<file path="config.mk">
export PLATFORM = sky130hd
export DESIGN_NAME = cache_top
export DESIGN_NICKNAME = d
export VERILOG_FILES = /design/src/common/cache_geometry_pkg.sv /design/src/common/cache_types_pkg.sv /design/src/common/cache_ifs.sv /design/src/cache/cache_lookup.sv /design/src/cache/tag_cam.sv /design/src/cache/way_encoder.sv /design/src/verilog/cache_decode.sv /design/src/verilog/cache_result.sv /design/src/verilog/cache_top.sv
export SDC_FILE = /design/constraint.sdc
export NUM_CORES = 2
export LEC_CHECK = 0
export ABC_CLOCK_PERIOD_IN_PS = 7950
export BUFFER_PORTS_ARGS = -buffer_cell sky130_fd_sc_hd__buf_2
export CAP_MARGIN = 25
export CORE_ASPECT_RATIO = 2
export CORE_MARGIN = 3
export CORE_UTILIZATION = 63
export DETAILED_ROUTE_END_ITERATION = 6
export PLACE_DENSITY = 0.8
export SETUP_SLACK_MARGIN = 0.5
export SYNTH_ARGS = -nofsm -noshare
export SYNTH_HDL_FRONTEND = slang
export SYNTH_SLANG_ARGS = --single-unit
</file>
<file path="constraint.sdc">
create_clock -name clock -period 7.95 [get_ports clock]
set_input_delay 0.3975 -clock clock [delete_from_list [all_inputs] [get_ports clock]]
set_output_delay 0.3975 -clock clock [all_outputs]
set_load 0.03 [all_outputs]
</file>
<file path="src/common/cache_geometry_pkg.sv">
// default cache geometry; NUM_SETS and NUM_WAYS must be powers of two and at least 2
`default_nettype none

package cache_geometry_pkg;

	// number of sets in the cache
	localparam int NUM_SETS = 8;

	// ways per set, 32 lines in total with the default sets
	localparam int NUM_WAYS = 4;

	// tag width, upper part of a line address
	localparam int TAG_BITS = 10;

	// one cache line of data
	localparam int DATA_BITS = 64;

	// set index, lower part of a line address
	localparam int SET_BITS = $clog2(NUM_SETS);

	// way number inside a set
	localparam int WAY_BITS = $clog2(NUM_WAYS);

	// full line address as seen on the ports
	localparam int ADDR_BITS = TAG_BITS + SET_BITS;

endpackage

`default_nettype wire

</file>
<file path="src/common/cache_types_pkg.sv">
// write classification shared by lookup and result; two-bit encoding, one value spare
`default_nettype none

package cache_types_pkg;

	// what the write port does in the current cycle
	// WR_NONE     no write strobe
	// WR_UPDATE   tag already present, overwrite that way
	// WR_ALLOCATE tag missed, replace the round-robin victim
	typedef enum logic [1:0] {
		WR_NONE     = 2'd0,
		WR_UPDATE   = 2'd1,
		WR_ALLOCATE = 2'd2
	} write_kind_e;

	// encoding 2'd3 never produced

endpackage

`default_nettype wire

</file>
<file path="src/common/cache_ifs.sv">
// decode-to-lookup and lookup-to-result buses; widths follow the parameters of the instance
`default_nettype none

// split addresses and bypass, driven by decode
interface lookup_if
	import cache_geometry_pkg::*;
#(
	parameter int NUM_SETS = cache_geometry_pkg::NUM_SETS,
	parameter int TAG_BITS = cache_geometry_pkg::TAG_BITS
);
	localparam int SET_BITS = $clog2(NUM_SETS);

	logic [SET_BITS-1:0] rd_set;
	logic [TAG_BITS-1:0] rd_tag;
	logic                wr_active;
	logic [SET_BITS-1:0] wr_set;
	logic [TAG_BITS-1:0] wr_tag;
	// same line written and read this cycle
	logic                bypass;

	modport decode (output rd_set, rd_tag, wr_active, wr_set, wr_tag, bypass);
	modport lookup (input rd_set, rd_tag, wr_active, wr_set, wr_tag);
	// result only needs to know when to forward wr_data
	modport result (input bypass);
endinterface

// write decision and read hit, driven by lookup
interface line_if
	import cache_geometry_pkg::*;
	import cache_types_pkg::*;
#(
	parameter int NUM_SETS = cache_geometry_pkg::NUM_SETS,
	parameter int NUM_WAYS = cache_geometry_pkg::NUM_WAYS
);
	localparam int SET_BITS = $clog2(NUM_SETS);
	localparam int WAY_BITS = $clog2(NUM_WAYS);

	write_kind_e         wr_kind;
	logic [SET_BITS-1:0] wr_set;
	logic [WAY_BITS-1:0] wr_way;
	logic [SET_BITS-1:0] rd_set;
	logic [WAY_BITS-1:0] rd_way;
	logic                rd_hit;

	modport lookup (output wr_kind, wr_set, wr_way, rd_set, rd_way, rd_hit);
	modport result (input wr_kind, wr_set, wr_way, rd_set, rd_way, rd_hit);
endinterface

`default_nettype wire

</file>
<file path="src/cache/cache_lookup.sv">
// reset clears valids and pointers only; tags are garbage until their way is allocated
`default_nettype none

module cache_lookup
	import cache_geometry_pkg::*;
	import cache_types_pkg::*;
#(
	parameter int NUM_SETS = cache_geometry_pkg::NUM_SETS,
	parameter int NUM_WAYS = cache_geometry_pkg::NUM_WAYS,
	parameter int TAG_BITS = cache_geometry_pkg::TAG_BITS
) (
	input  logic     clock,
	input  logic     reset,
	lookup_if.lookup lk,
	line_if.lookup   ln
);

	localparam int WAY_BITS = $clog2(NUM_WAYS);

	// tag store, one tag per way
	logic [NUM_SETS-1:0][NUM_WAYS-1:0][TAG_BITS-1:0] tags;
	logic [NUM_SETS-1:0][NUM_WAYS-1:0]               valids;
	// per-set round-robin victim
	logic [NUM_SETS-1:0][WAY_BITS-1:0]               rr_ptr;

	// read port match
	logic [NUM_WAYS-1:0] rd_hits;
	logic [WAY_BITS-1:0] rd_way;
	logic                rd_hit;

	// write port match
	logic [NUM_WAYS-1:0] wr_hits;
	logic [WAY_BITS-1:0] wr_hit_way;
	logic                wr_hit;

	// decision for this cycle
	write_kind_e         wr_kind;
	logic [WAY_BITS-1:0] wr_way;
	logic [WAY_BITS-1:0] victim;

	// read CAM on the read set
	tag_cam #(
		.NUM_WAYS (NUM_WAYS),
		.TAG_BITS (TAG_BITS)
	) u_rd_cam (
		.set_tags   (tags[lk.rd_set]),
		.set_valids (valids[lk.rd_set]),
		.tag        (lk.rd_tag),
		.hits       (rd_hits)
	);

	way_encoder #(
		.NUM_WAYS (NUM_WAYS)
	) u_rd_enc (
		.hits    (rd_hits),
		.way     (rd_way),
		.any_hit (rd_hit)
	);

	// write CAM, separate so both ports look up in parallel
	tag_cam #(
		.NUM_WAYS (NUM_WAYS),
		.TAG_BITS (TAG_BITS)
	) u_wr_cam (
		.set_tags   (tags[lk.wr_set]),
		.set_valids (valids[lk.wr_set]),
		.tag        (lk.wr_tag),
		.hits       (wr_hits)
	);

	way_encoder #(
		.NUM_WAYS (NUM_WAYS)
	) u_wr_enc (
		.hits    (wr_hits),
		.way     (wr_hit_way),
		.any_hit (wr_hit)
	);

	assign victim = rr_ptr[lk.wr_set];

	// update on a tag hit, else replace the victim
	always_comb begin
		if (!lk.wr_active) begin
			wr_kind = WR_NONE;
			wr_way  = victim;
		end else if (wr_hit) begin
			wr_kind = WR_UPDATE;
			wr_way  = wr_hit_way;
		end else begin
			wr_kind = WR_ALLOCATE;
			wr_way  = victim;
		end
	end

	// to result
	assign ln.wr_kind = wr_kind;
	assign ln.wr_set  = lk.wr_set;
	assign ln.wr_way  = wr_way;
	assign ln.rd_set  = lk.rd_set;
	assign ln.rd_way  = rd_way;
	assign ln.rd_hit  = rd_hit;

	// valid bits and victim pointers
	always_ff @(posedge clock) begin
		if (reset) begin
			valids <= '0;
			rr_ptr <= '0;
		end else begin
			if (wr_kind != WR_NONE)
				valids[lk.wr_set][wr_way] <= 1'b1;
			// pointer only moves on a miss, wraps at NUM_WAYS
			if (wr_kind == WR_ALLOCATE) begin
				if (victim == WAY_BITS'(NUM_WAYS - 1))
					rr_ptr[lk.wr_set] <= '0;
				else
					rr_ptr[lk.wr_set] <= victim + 1'b1;
			end
		end
	end

	// an update already holds the same tag
	always_ff @(posedge clock) begin
		if (wr_kind == WR_ALLOCATE)
			tags[lk.wr_set][wr_way] <= lk.wr_tag;
	end

endmodule

`default_nettype wire

</file>
<file path="src/cache/tag_cam.sv">
// one set at a time; an invalid way never reports a hit, whatever its stale tag
`default_nettype none

module tag_cam
	import cache_geometry_pkg::*;
#(
	parameter int NUM_WAYS = cache_geometry_pkg::NUM_WAYS,
	parameter int TAG_BITS = cache_geometry_pkg::TAG_BITS
) (
	input  logic [NUM_WAYS-1:0][TAG_BITS-1:0] set_tags,
	input  logic [NUM_WAYS-1:0]               set_valids,
	input  logic [TAG_BITS-1:0]               tag,
	output logic [NUM_WAYS-1:0]               hits
);

	// all ways compared in parallel
	always_comb begin
		for (int i = 0; i < NUM_WAYS; i++) begin
			// valid mask hides tags left over from before reset
			hits[i] = set_valids[i] && (set_tags[i] == tag);
		end
	end

endmodule

`default_nettype wire

</file>
<file path="src/cache/way_encoder.sv">
// priority to the lowest way; with a one-hot input that is simply the hit way
`default_nettype none

module way_encoder
	import cache_geometry_pkg::*;
#(
	parameter int NUM_WAYS = cache_geometry_pkg::NUM_WAYS,
	localparam int WAY_BITS = $clog2(NUM_WAYS)
) (
	input  logic [NUM_WAYS-1:0] hits,
	output logic [WAY_BITS-1:0] way,
	output logic                any_hit
);

	// scan from the top so the lowest set bit wins
	always_comb begin
		way = '0;
		for (int i = NUM_WAYS - 1; i >= 0; i--) begin
			if (hits[i])
				way = WAY_BITS'(i);
		end
	end

	// way is 0 when nothing hits, so check this flag first
	assign any_hit = |hits;

endmodule

`default_nettype wire

</file>
<file path="src/verilog/cache_decode.sv">
// address split is tag above set index; bypass compares full line addresses only
`default_nettype none

module cache_decode
	import cache_geometry_pkg::*;
#(
	parameter int NUM_SETS = cache_geometry_pkg::NUM_SETS,
	parameter int TAG_BITS = cache_geometry_pkg::TAG_BITS,
	localparam int SET_BITS = $clog2(NUM_SETS),
	localparam int ADDR_BITS = TAG_BITS + SET_BITS
) (
	lookup_if.decode lk,

	input  logic                 wr_en,
	input  logic [ADDR_BITS-1:0] wr_addr,
	input  logic [ADDR_BITS-1:0] rd_addr
);

	// read address
	// low bits pick the set, the rest is the tag
	assign lk.rd_set = rd_addr[SET_BITS-1:0];
	assign lk.rd_tag = rd_addr[ADDR_BITS-1:SET_BITS];

	// write address, same split
	assign lk.wr_set = wr_addr[SET_BITS-1:0];
	assign lk.wr_tag = wr_addr[ADDR_BITS-1:SET_BITS];

	// no handshake, the strobe alone starts a write
	assign lk.wr_active = wr_en;

	// same line in both ports this cycle
	// the array still holds the old line, so result must forward wr_data
	// a different line in the same set is not forwarded
	assign lk.bypass = wr_en && (wr_addr == rd_addr);

endmodule

`default_nettype wire

</file>
<file path="src/verilog/cache_result.sv">
// data array has no reset; rd_data is meaningless whenever rd_valid is low
`default_nettype none

module cache_result
	import cache_geometry_pkg::*;
	import cache_types_pkg::*;
#(
	parameter int NUM_SETS  = cache_geometry_pkg::NUM_SETS,
	parameter int NUM_WAYS  = cache_geometry_pkg::NUM_WAYS,
	parameter int DATA_BITS = cache_geometry_pkg::DATA_BITS
) (
	input  logic                 clock,
	lookup_if.result             lk,
	line_if.result               ln,
	input  logic [DATA_BITS-1:0] wr_data,
	output logic [DATA_BITS-1:0] rd_data,
	output logic                 rd_valid
);

	// one line per set and way
	logic [DATA_BITS-1:0] data [NUM_SETS][NUM_WAYS];

	// update and allocate both store the full line
	// set and way come from lookup
	always_ff @(posedge clock) begin
		if (ln.wr_kind != WR_NONE)
			data[ln.wr_set][ln.wr_way] <= wr_data;
	end

	// read output, purely combinational
	always_comb begin
		if (lk.bypass) begin
			// array not written until the edge, forward the new line
			rd_data  = wr_data;
			rd_valid = 1'b1;
		end else begin
			// other lines of the set still show their old contents
			rd_data  = data[ln.rd_set][ln.rd_way];
			rd_valid = ln.rd_hit;
		end
	end

endmodule

`default_nettype wire

</file>
<file path="src/verilog/cache_top.sv">
// no miss handling or back-pressure; one read and one write are taken every cycle
`default_nettype none

module cache_top
	import cache_geometry_pkg::*;
#(
	parameter int NUM_SETS  = cache_geometry_pkg::NUM_SETS,
	parameter int NUM_WAYS  = cache_geometry_pkg::NUM_WAYS,
	parameter int TAG_BITS  = cache_geometry_pkg::TAG_BITS,
	parameter int DATA_BITS = cache_geometry_pkg::DATA_BITS,
	localparam int SET_BITS  = $clog2(NUM_SETS),
	localparam int ADDR_BITS = TAG_BITS + SET_BITS
) (
	input  logic                 clock,
	input  logic                 reset,
	input  logic                 wr_en,
	input  logic [ADDR_BITS-1:0] wr_addr,
	input  logic [DATA_BITS-1:0] wr_data,
	input  logic [ADDR_BITS-1:0] rd_addr,
	output logic [DATA_BITS-1:0] rd_data,
	output logic                 rd_valid
);

	// decode to lookup and result
	lookup_if #(
		.NUM_SETS (NUM_SETS),
		.TAG_BITS (TAG_BITS)
	) lk ();

	// lookup to result
	line_if #(
		.NUM_SETS (NUM_SETS),
		.NUM_WAYS (NUM_WAYS)
	) ln ();

	cache_decode #(
		.NUM_SETS (NUM_SETS),
		.TAG_BITS (TAG_BITS)
	) u_decode (
		.lk      (lk.decode),
		.wr_en   (wr_en),
		.wr_addr (wr_addr),
		.rd_addr (rd_addr)
	);

	cache_lookup #(
		.NUM_SETS (NUM_SETS),
		.NUM_WAYS (NUM_WAYS),
		.TAG_BITS (TAG_BITS)
	) u_lookup (
		.clock (clock),
		.reset (reset),
		.lk    (lk.lookup),
		.ln    (ln.lookup)
	);

	// write data skips decode and lookup
	cache_result #(
		.NUM_SETS  (NUM_SETS),
		.NUM_WAYS  (NUM_WAYS),
		.DATA_BITS (DATA_BITS)
	) u_result (
		.clock    (clock),
		.lk       (lk.result),
		.ln       (ln.result),
		.wr_data  (wr_data),
		.rd_data  (rd_data),
		.rd_valid (rd_valid)
	);

endmodule

`default_nettype wire
</file>
* Word-level counts from Yosys, hierarchy flattened *
Memory sizes are Yosys's and may differ from the RTL's.
Index checks and enable logic that the tools add are counted.

storage, ports and cells
  latch bits = 0
  register bits = 368
  input port bits = 93
  bits in read-only memories = 0
  logic and storage cells = 133
  memories kept = 1
  bits in writable memories = 2048

operators by class
  equality and inequality tests = 11
  bitwise gates (word level) = 5
  mux-type cells = 44
  multiply operators = 0
  add/subtract/negate cells = 1
  div/mod/pow operators = 0
  shifts and indexed selects = 0
  reductions and logical operators = 15
  magnitude comparators = 8

memory list
  memory         words  width  read ports  clocked after memory_dff  wr ports  RTL line            RTL
  u_result.data  8      256    1           0                         1         cache_result.sv:21  logic [DATA_BITS-1:0] data [NUM_SETS][NUM_WAYS];

operator list
  operator              count
  $bwmux W320           1
  $mux W256             1
  $mux W64              4
  $bmux W40 S3          2
  $bmux W64 S2          1
  $demux W64 S2         1
  $demux W40 S3         1
  $mux W40              3
  $eq A10 B10 Y1        8
  $or A32 B32 Y32       1
  $mux W2               14
  $bmux W4 S3           2
  $demux W10 S2         1
  $and A16 B16 Y16      1
  $bwmux W16            1
  $mux W16              1
  $not A16 Y16          1
  $eq A13 B13 Y1        1
  $demux W4 S3          1
  $logic_and A1 B1 Y1   12
  $mux W4               3
  $mux W10              1
  $lt A3 B4 Y1 const B  2
  $reduce_or A4 Y1      2
  13 further kinds      18

* Depth between registers and ports, before layout *
  word-level depth = 17
  mapped depth = 17
  mapped depth without buffers = 10

* Modules after synthesis *
Synthesis repeated with hierarchy kept, for this count alone.

unflattened totals
  cells, all modules = 4930
  area total of the unflattened synthesis = 97766.3 um^2

modules (own cells, without submodules)
  module        instances  area each (um^2)  cells an instance
  cache_result  1          79154.7           3653
  cache_lookup  1          17023.8           1086
  tag_cam       2          583.1             66
  cache_decode  1          351.6             45
  way_encoder   2          35.0              7

* Worst setup path before layout *
Ideal clock, no wire load.

  kind = input-to-reg
  start point = input port wr_addr[0]
  end point = memory u_result.data[0][128] (netlist bit), enable pin
  stages = 12
  required time = 7.464 ns
  arrival time = 5.753 ns
  setup slack = 1.711 ns
  buffers on the path = 5
  cells stage by stage = buf_2 buf_4 buf_2 mux4_2 a2111oi_1 nand3_1 and2_1 a21boi_1 or3b_1 clkbuf_1 buf_2 nor2_1

on the way
  cells in the longest elaborated chain, start to end = 16
  elaborated cells between the ends (all ways) = 32
  classes of those cells = 2 x order compare; 4 x eq/ne; 18 x mux; 1 x bitwise; 7 x reduce/logical

RTL lines
  item                                                                       RTL line            RTL
  start, declared                                                            cache_top.sv:17     input logic [ADDR_BITS-1:0] wr_addr,
  $bmux W40 S3                                                               cache_lookup.sv:65  .set_tags (tags[lk.wr_set]),
  $mux W40 (implied by the code)                                             cache_lookup.sv:65
  $eq A10 B10 Y1                                                             tag_cam.sv:20       hits[i] = set_valids[i] && (set_tags[i] == tag);
  $logic_and A1 B1 Y1                                                        tag_cam.sv:20
  $mux W2 (4 in a row)                                                       way_encoder.sv:19   if (hits[i])
  $mux W2                                                                    cache_lookup.sv:86  end else if (wr_hit) begin
  $mux W2                                                                    cache_lookup.sv:83  if (!lk.wr_active) begin
  $not A2 Y3 (implied by the code)                                           cache_result.sv:27  data[ln.wr_set][ln.wr_way] <= wr_data;
  $ge A3 B3 Y1 (implied by the code) / $lt A3 B1 Y1 (equally long branches)  cache_result.sv:27
  $logic_and A1 B1 Y1 (implied by the code)                                  cache_result.sv:27
  $mux W64 (implied by the code)                                             cache_result.sv:27
  $demux W64 S2                                                              cache_result.sv:27
  $mux W256 (implied by the code)                                            cache_result.sv:27
  end, declared                                                              cache_result.sv:21

Several ways; a longest one is shown, not always the timed one. The select of a mux whose other input is x is not followed.

* Worst setup path in the final report *
  start point = input port rd_addr[1]
  end point = output port rd_data[14]

on the way
  cells in the longest elaborated chain, start to end = 13
  elaborated cells between the ends (all ways) = 24
  classes of those cells = 5 x eq/ne; 12 x mux; 1 x bitwise; 5 x reduce/logical; 1 x memory

RTL lines
  item                                         RTL line            RTL
  start, declared                              cache_top.sv:19     input logic [ADDR_BITS-1:0] rd_addr,
  $bmux W40 S3                                 cache_lookup.sv:46  .set_tags (tags[lk.rd_set]),
  $mux W40 (implied by the code)               cache_lookup.sv:46
  $eq A10 B10 Y1                               tag_cam.sv:20
  $logic_and A1 B1 Y1                          tag_cam.sv:20
  $mux W2 (4 in a row)                         way_encoder.sv:19
  $not A2 Y3 (implied by the code)             cache_result.sv:38  rd_data = data[ln.rd_set][ln.rd_way];
  $bmux W64 S2                                 cache_result.sv:38
  $mux W64 (implied by the code) (2 in a row)  cache_result.sv:38
  $mux W64 (*)                                 cache_result.sv:32  if (lk.bypass) begin
  end, declared                                cache_top.sv:20     output logic [DATA_BITS-1:0] rd_data,

Mark *: on every way between the ends. The rest lies on a longest branch, timed or not. The select of a mux whose other input is x is not followed.

==> metrics.txt <==
Reg2Reg Launch Point u_lookup.tags[56]; CP Max Fanout 89; Seq cells post-synth 2416; worst-margin pin slew 1100 ps; DRC 0; Required @ worst endpoint 7550 ps; CP most frequent cell buf_4; pin count of the biggest net entering global routing 143; CP Capture Type primary output; asr flop ratio synth 0%; initial antenna violation count 19; H-tree depth 4; Post-DRT Antenna Nets 0; Top FF cell, synth edfxtp_1; critical path class in2out; Reg2Reg Depth 11; Vias per Instance 7.237; setup bufs post-CTS 0; pre-CTS setup slack 1846 ps; worst-case clock buffer depth 4; Root Buffer clkbuf_16; WHS Endpoint u_lookup.tags[185]; clock slew at reported path FFs 60 ps; share of cells above drive strength 1 28.83%; Critical Path AT 5850 ps; Clock Latency Late Sink 860 ps; CTS Buf Count 197; final WL 264.4 mm; Mapped Nets 4687; vias in the first global route 52820; # nets final 4911; Mapped Area 0.09703 mm²; DIE AREA 0.1591 mm²; CTS Hold Bufs 3; CORE AREA 0.1529 mm²; Final min period 6252 ps; hold-critical path depth 1; die height 561.0 µm; # IOs 158; Syn Inst Count 4593; standard-cell rows 203; GR Util All Layers 33.49%; detailed-route via count 50870; Final Hold Viols 0; router iterations before antenna repair 6; # resized after CTS 0; max-slew violations 0; most common cell after layout, fill and taps aside edfxtp_1; FF-to-FF End u_result.data[3][0]; # fillers 8662; Setup Viol. Count Final 0; setup TNS 0 ps; crit start category input port; Non-Filler Instances 7029; Die X-Extent 283.5 µm; Port Buffers 157; Final WS setup 1698 ps; Yosys cell types 78; crit path cell chain buf_8, buf_4, mux2i_1, a22oi_1, a21o_1, a211oi_1, nor4bb_1, and4b_1, o21ba_4, buf_4, mux2_2, a22o_1, or3_1, buf_2; Critical Path Max Stage Delay 640 ps; Max-Cap Viols 0; Starting Density 63.46%; post-synthesis sequential area ratio 74.27%; Mean Syn Cell Area 21.13 µm²; max_slew headroom 26.66%; Fin Clk Skew 79.45 ps; HPWL Detailed 141.9 mm; Final GP Congestion 1.019; leakage power 33.66 nW; most frequent cells in the layout 2368 x edfxtp_1, 615 x mux4_2, 218 x mux2i_1; Post-synth EDFFs 2368; WL/cell 37.61 µm; Min-Delay Path Class in2reg; CTS tree done; first-pass GRT wire length 378.2 mm; Reg2Reg Setup Slack 2550 ps; outcome complete, no violations; critical path's slowest cell o21ba_4; Reg area 0.07207 mm²; # clock sinks 2416; Max Clk Rate 0.1600 GHz; final period utilization 78.64%; Ys Warns 0; Multi-input gate area 0.02376 mm²; Layout area overhead 10.93%; maximum vdd ir drop 0.0002698 V; pwr dens 237.3 mW/mm²; 1st-iter DRT viols 6807; hold path startpoint wr_addr[8]; unrepaired setup endpoints after global routing no; dpl cells 6662; grt total ovfl 0
## worst max path at each step
stage | start | end | slack [ps] | depth (start not counted)
finish | rd_addr[1] | rd_data[14] | 1700 | 14
detailed placement | wr_addr[2] | u_result.data[3][8] | 1850 | 13
global placement | wr_addr[2] | u_result.data[3][45] | 1910 | 13
floorplan | wr_addr[0] | u_result.data[0][128] | 1710 | 12
global route | rd_addr[1] | rd_data[14] | 1650 | 14
CTS | u_lookup.tags[315] | rd_data[12] | 1880 | 12
## registers in the layout, summed over array words and instances, names as in the netlist
name / flops
u_lookup.valids: 32
u_result.data: 2048
u_lookup.rr_ptr: 16
u_lookup.tags: 320
## area by class of cell
type                    count  share of cell area (%)
clock inverters           111                   1.218
repair buffers            310                   2.383
diodes                     12                 0.02790
well taps                2050                   2.383
clock buffers             238                   4.838
inverters                  34                  0.1186
flip-flops and latches   2416                   66.96
multi-input cells        1858                   22.07
## worst max-delay path: cells and delay by family
kind            cells  cell delay [ps]
mux                 2              820
simple gates        3             1010
buf+inv             4             1910
compound gates      5             1460
## power breakdown
part	internal [W]	leakage [nW]	switching (W)
registers	0.0140	21.7	0.0000272
logic	0.000526	8.77	0.000904
clock network	0.00559	3.17	0.00445
total	0.0202	33.7	0.00538
## per-stage QoR
step / power [W] / area [µm²] / utilization [%] / hold slack (ps)
detailed placement: 0.01574 / 101000 / 66.05 / 469.6
CTS: 0.02560 / 107500 / 70.34 / 0.3655
floorplan: 0.01520 / 97030 / - / 449.2
global placement: 0.01571 / 100900 / 65.97 / 460.7
global route: 0.02610 / 107600 / 70.38 / 36.82
finish: 0.02554 / 107600 / 70.39 / 44.27
## cells in the mapped netlist (34+ instances only)
library cell     n  area share, %
dfxtp_1         48           0.99
mux2_2         131            1.5
nor2b_1         49           0.32
mux2i_1        218            2.2
a221oi_1        34           0.31
a211oi_1        45           0.35
edfxtp_1      2368             73
nor2_1         152           0.59
nand2_1         44           0.17
clkbuf_1       171           0.66
o22ai_1        108           0.70
a21oi_1         50           0.26
mux4_2         615             14
xnor2_1         55           0.50
nor3b_1         45           0.35
buf_2           60           0.31
## kinds of logic after synthesis
group                    Yosys count  synth area share, %
flip-flops                      2416                74.27
multiplexers                     986                18.38
AND/OR/NAND/NOR                  425                2.311
AO/OA/AOI/OAI                    359                2.687
buffers and inverters            319                1.553
XOR/XNOR                          87               0.7853
adder cells (fa/ha/maj)            1              0.01289
## layer usage
metal  routed length, µm  GRT usage, %
met1               81970         38.55
met2              137300         57.08
met3               24450         7.121
met4               20610         22.09
met5                 103             0
Power figures use the tool's default switching activity.
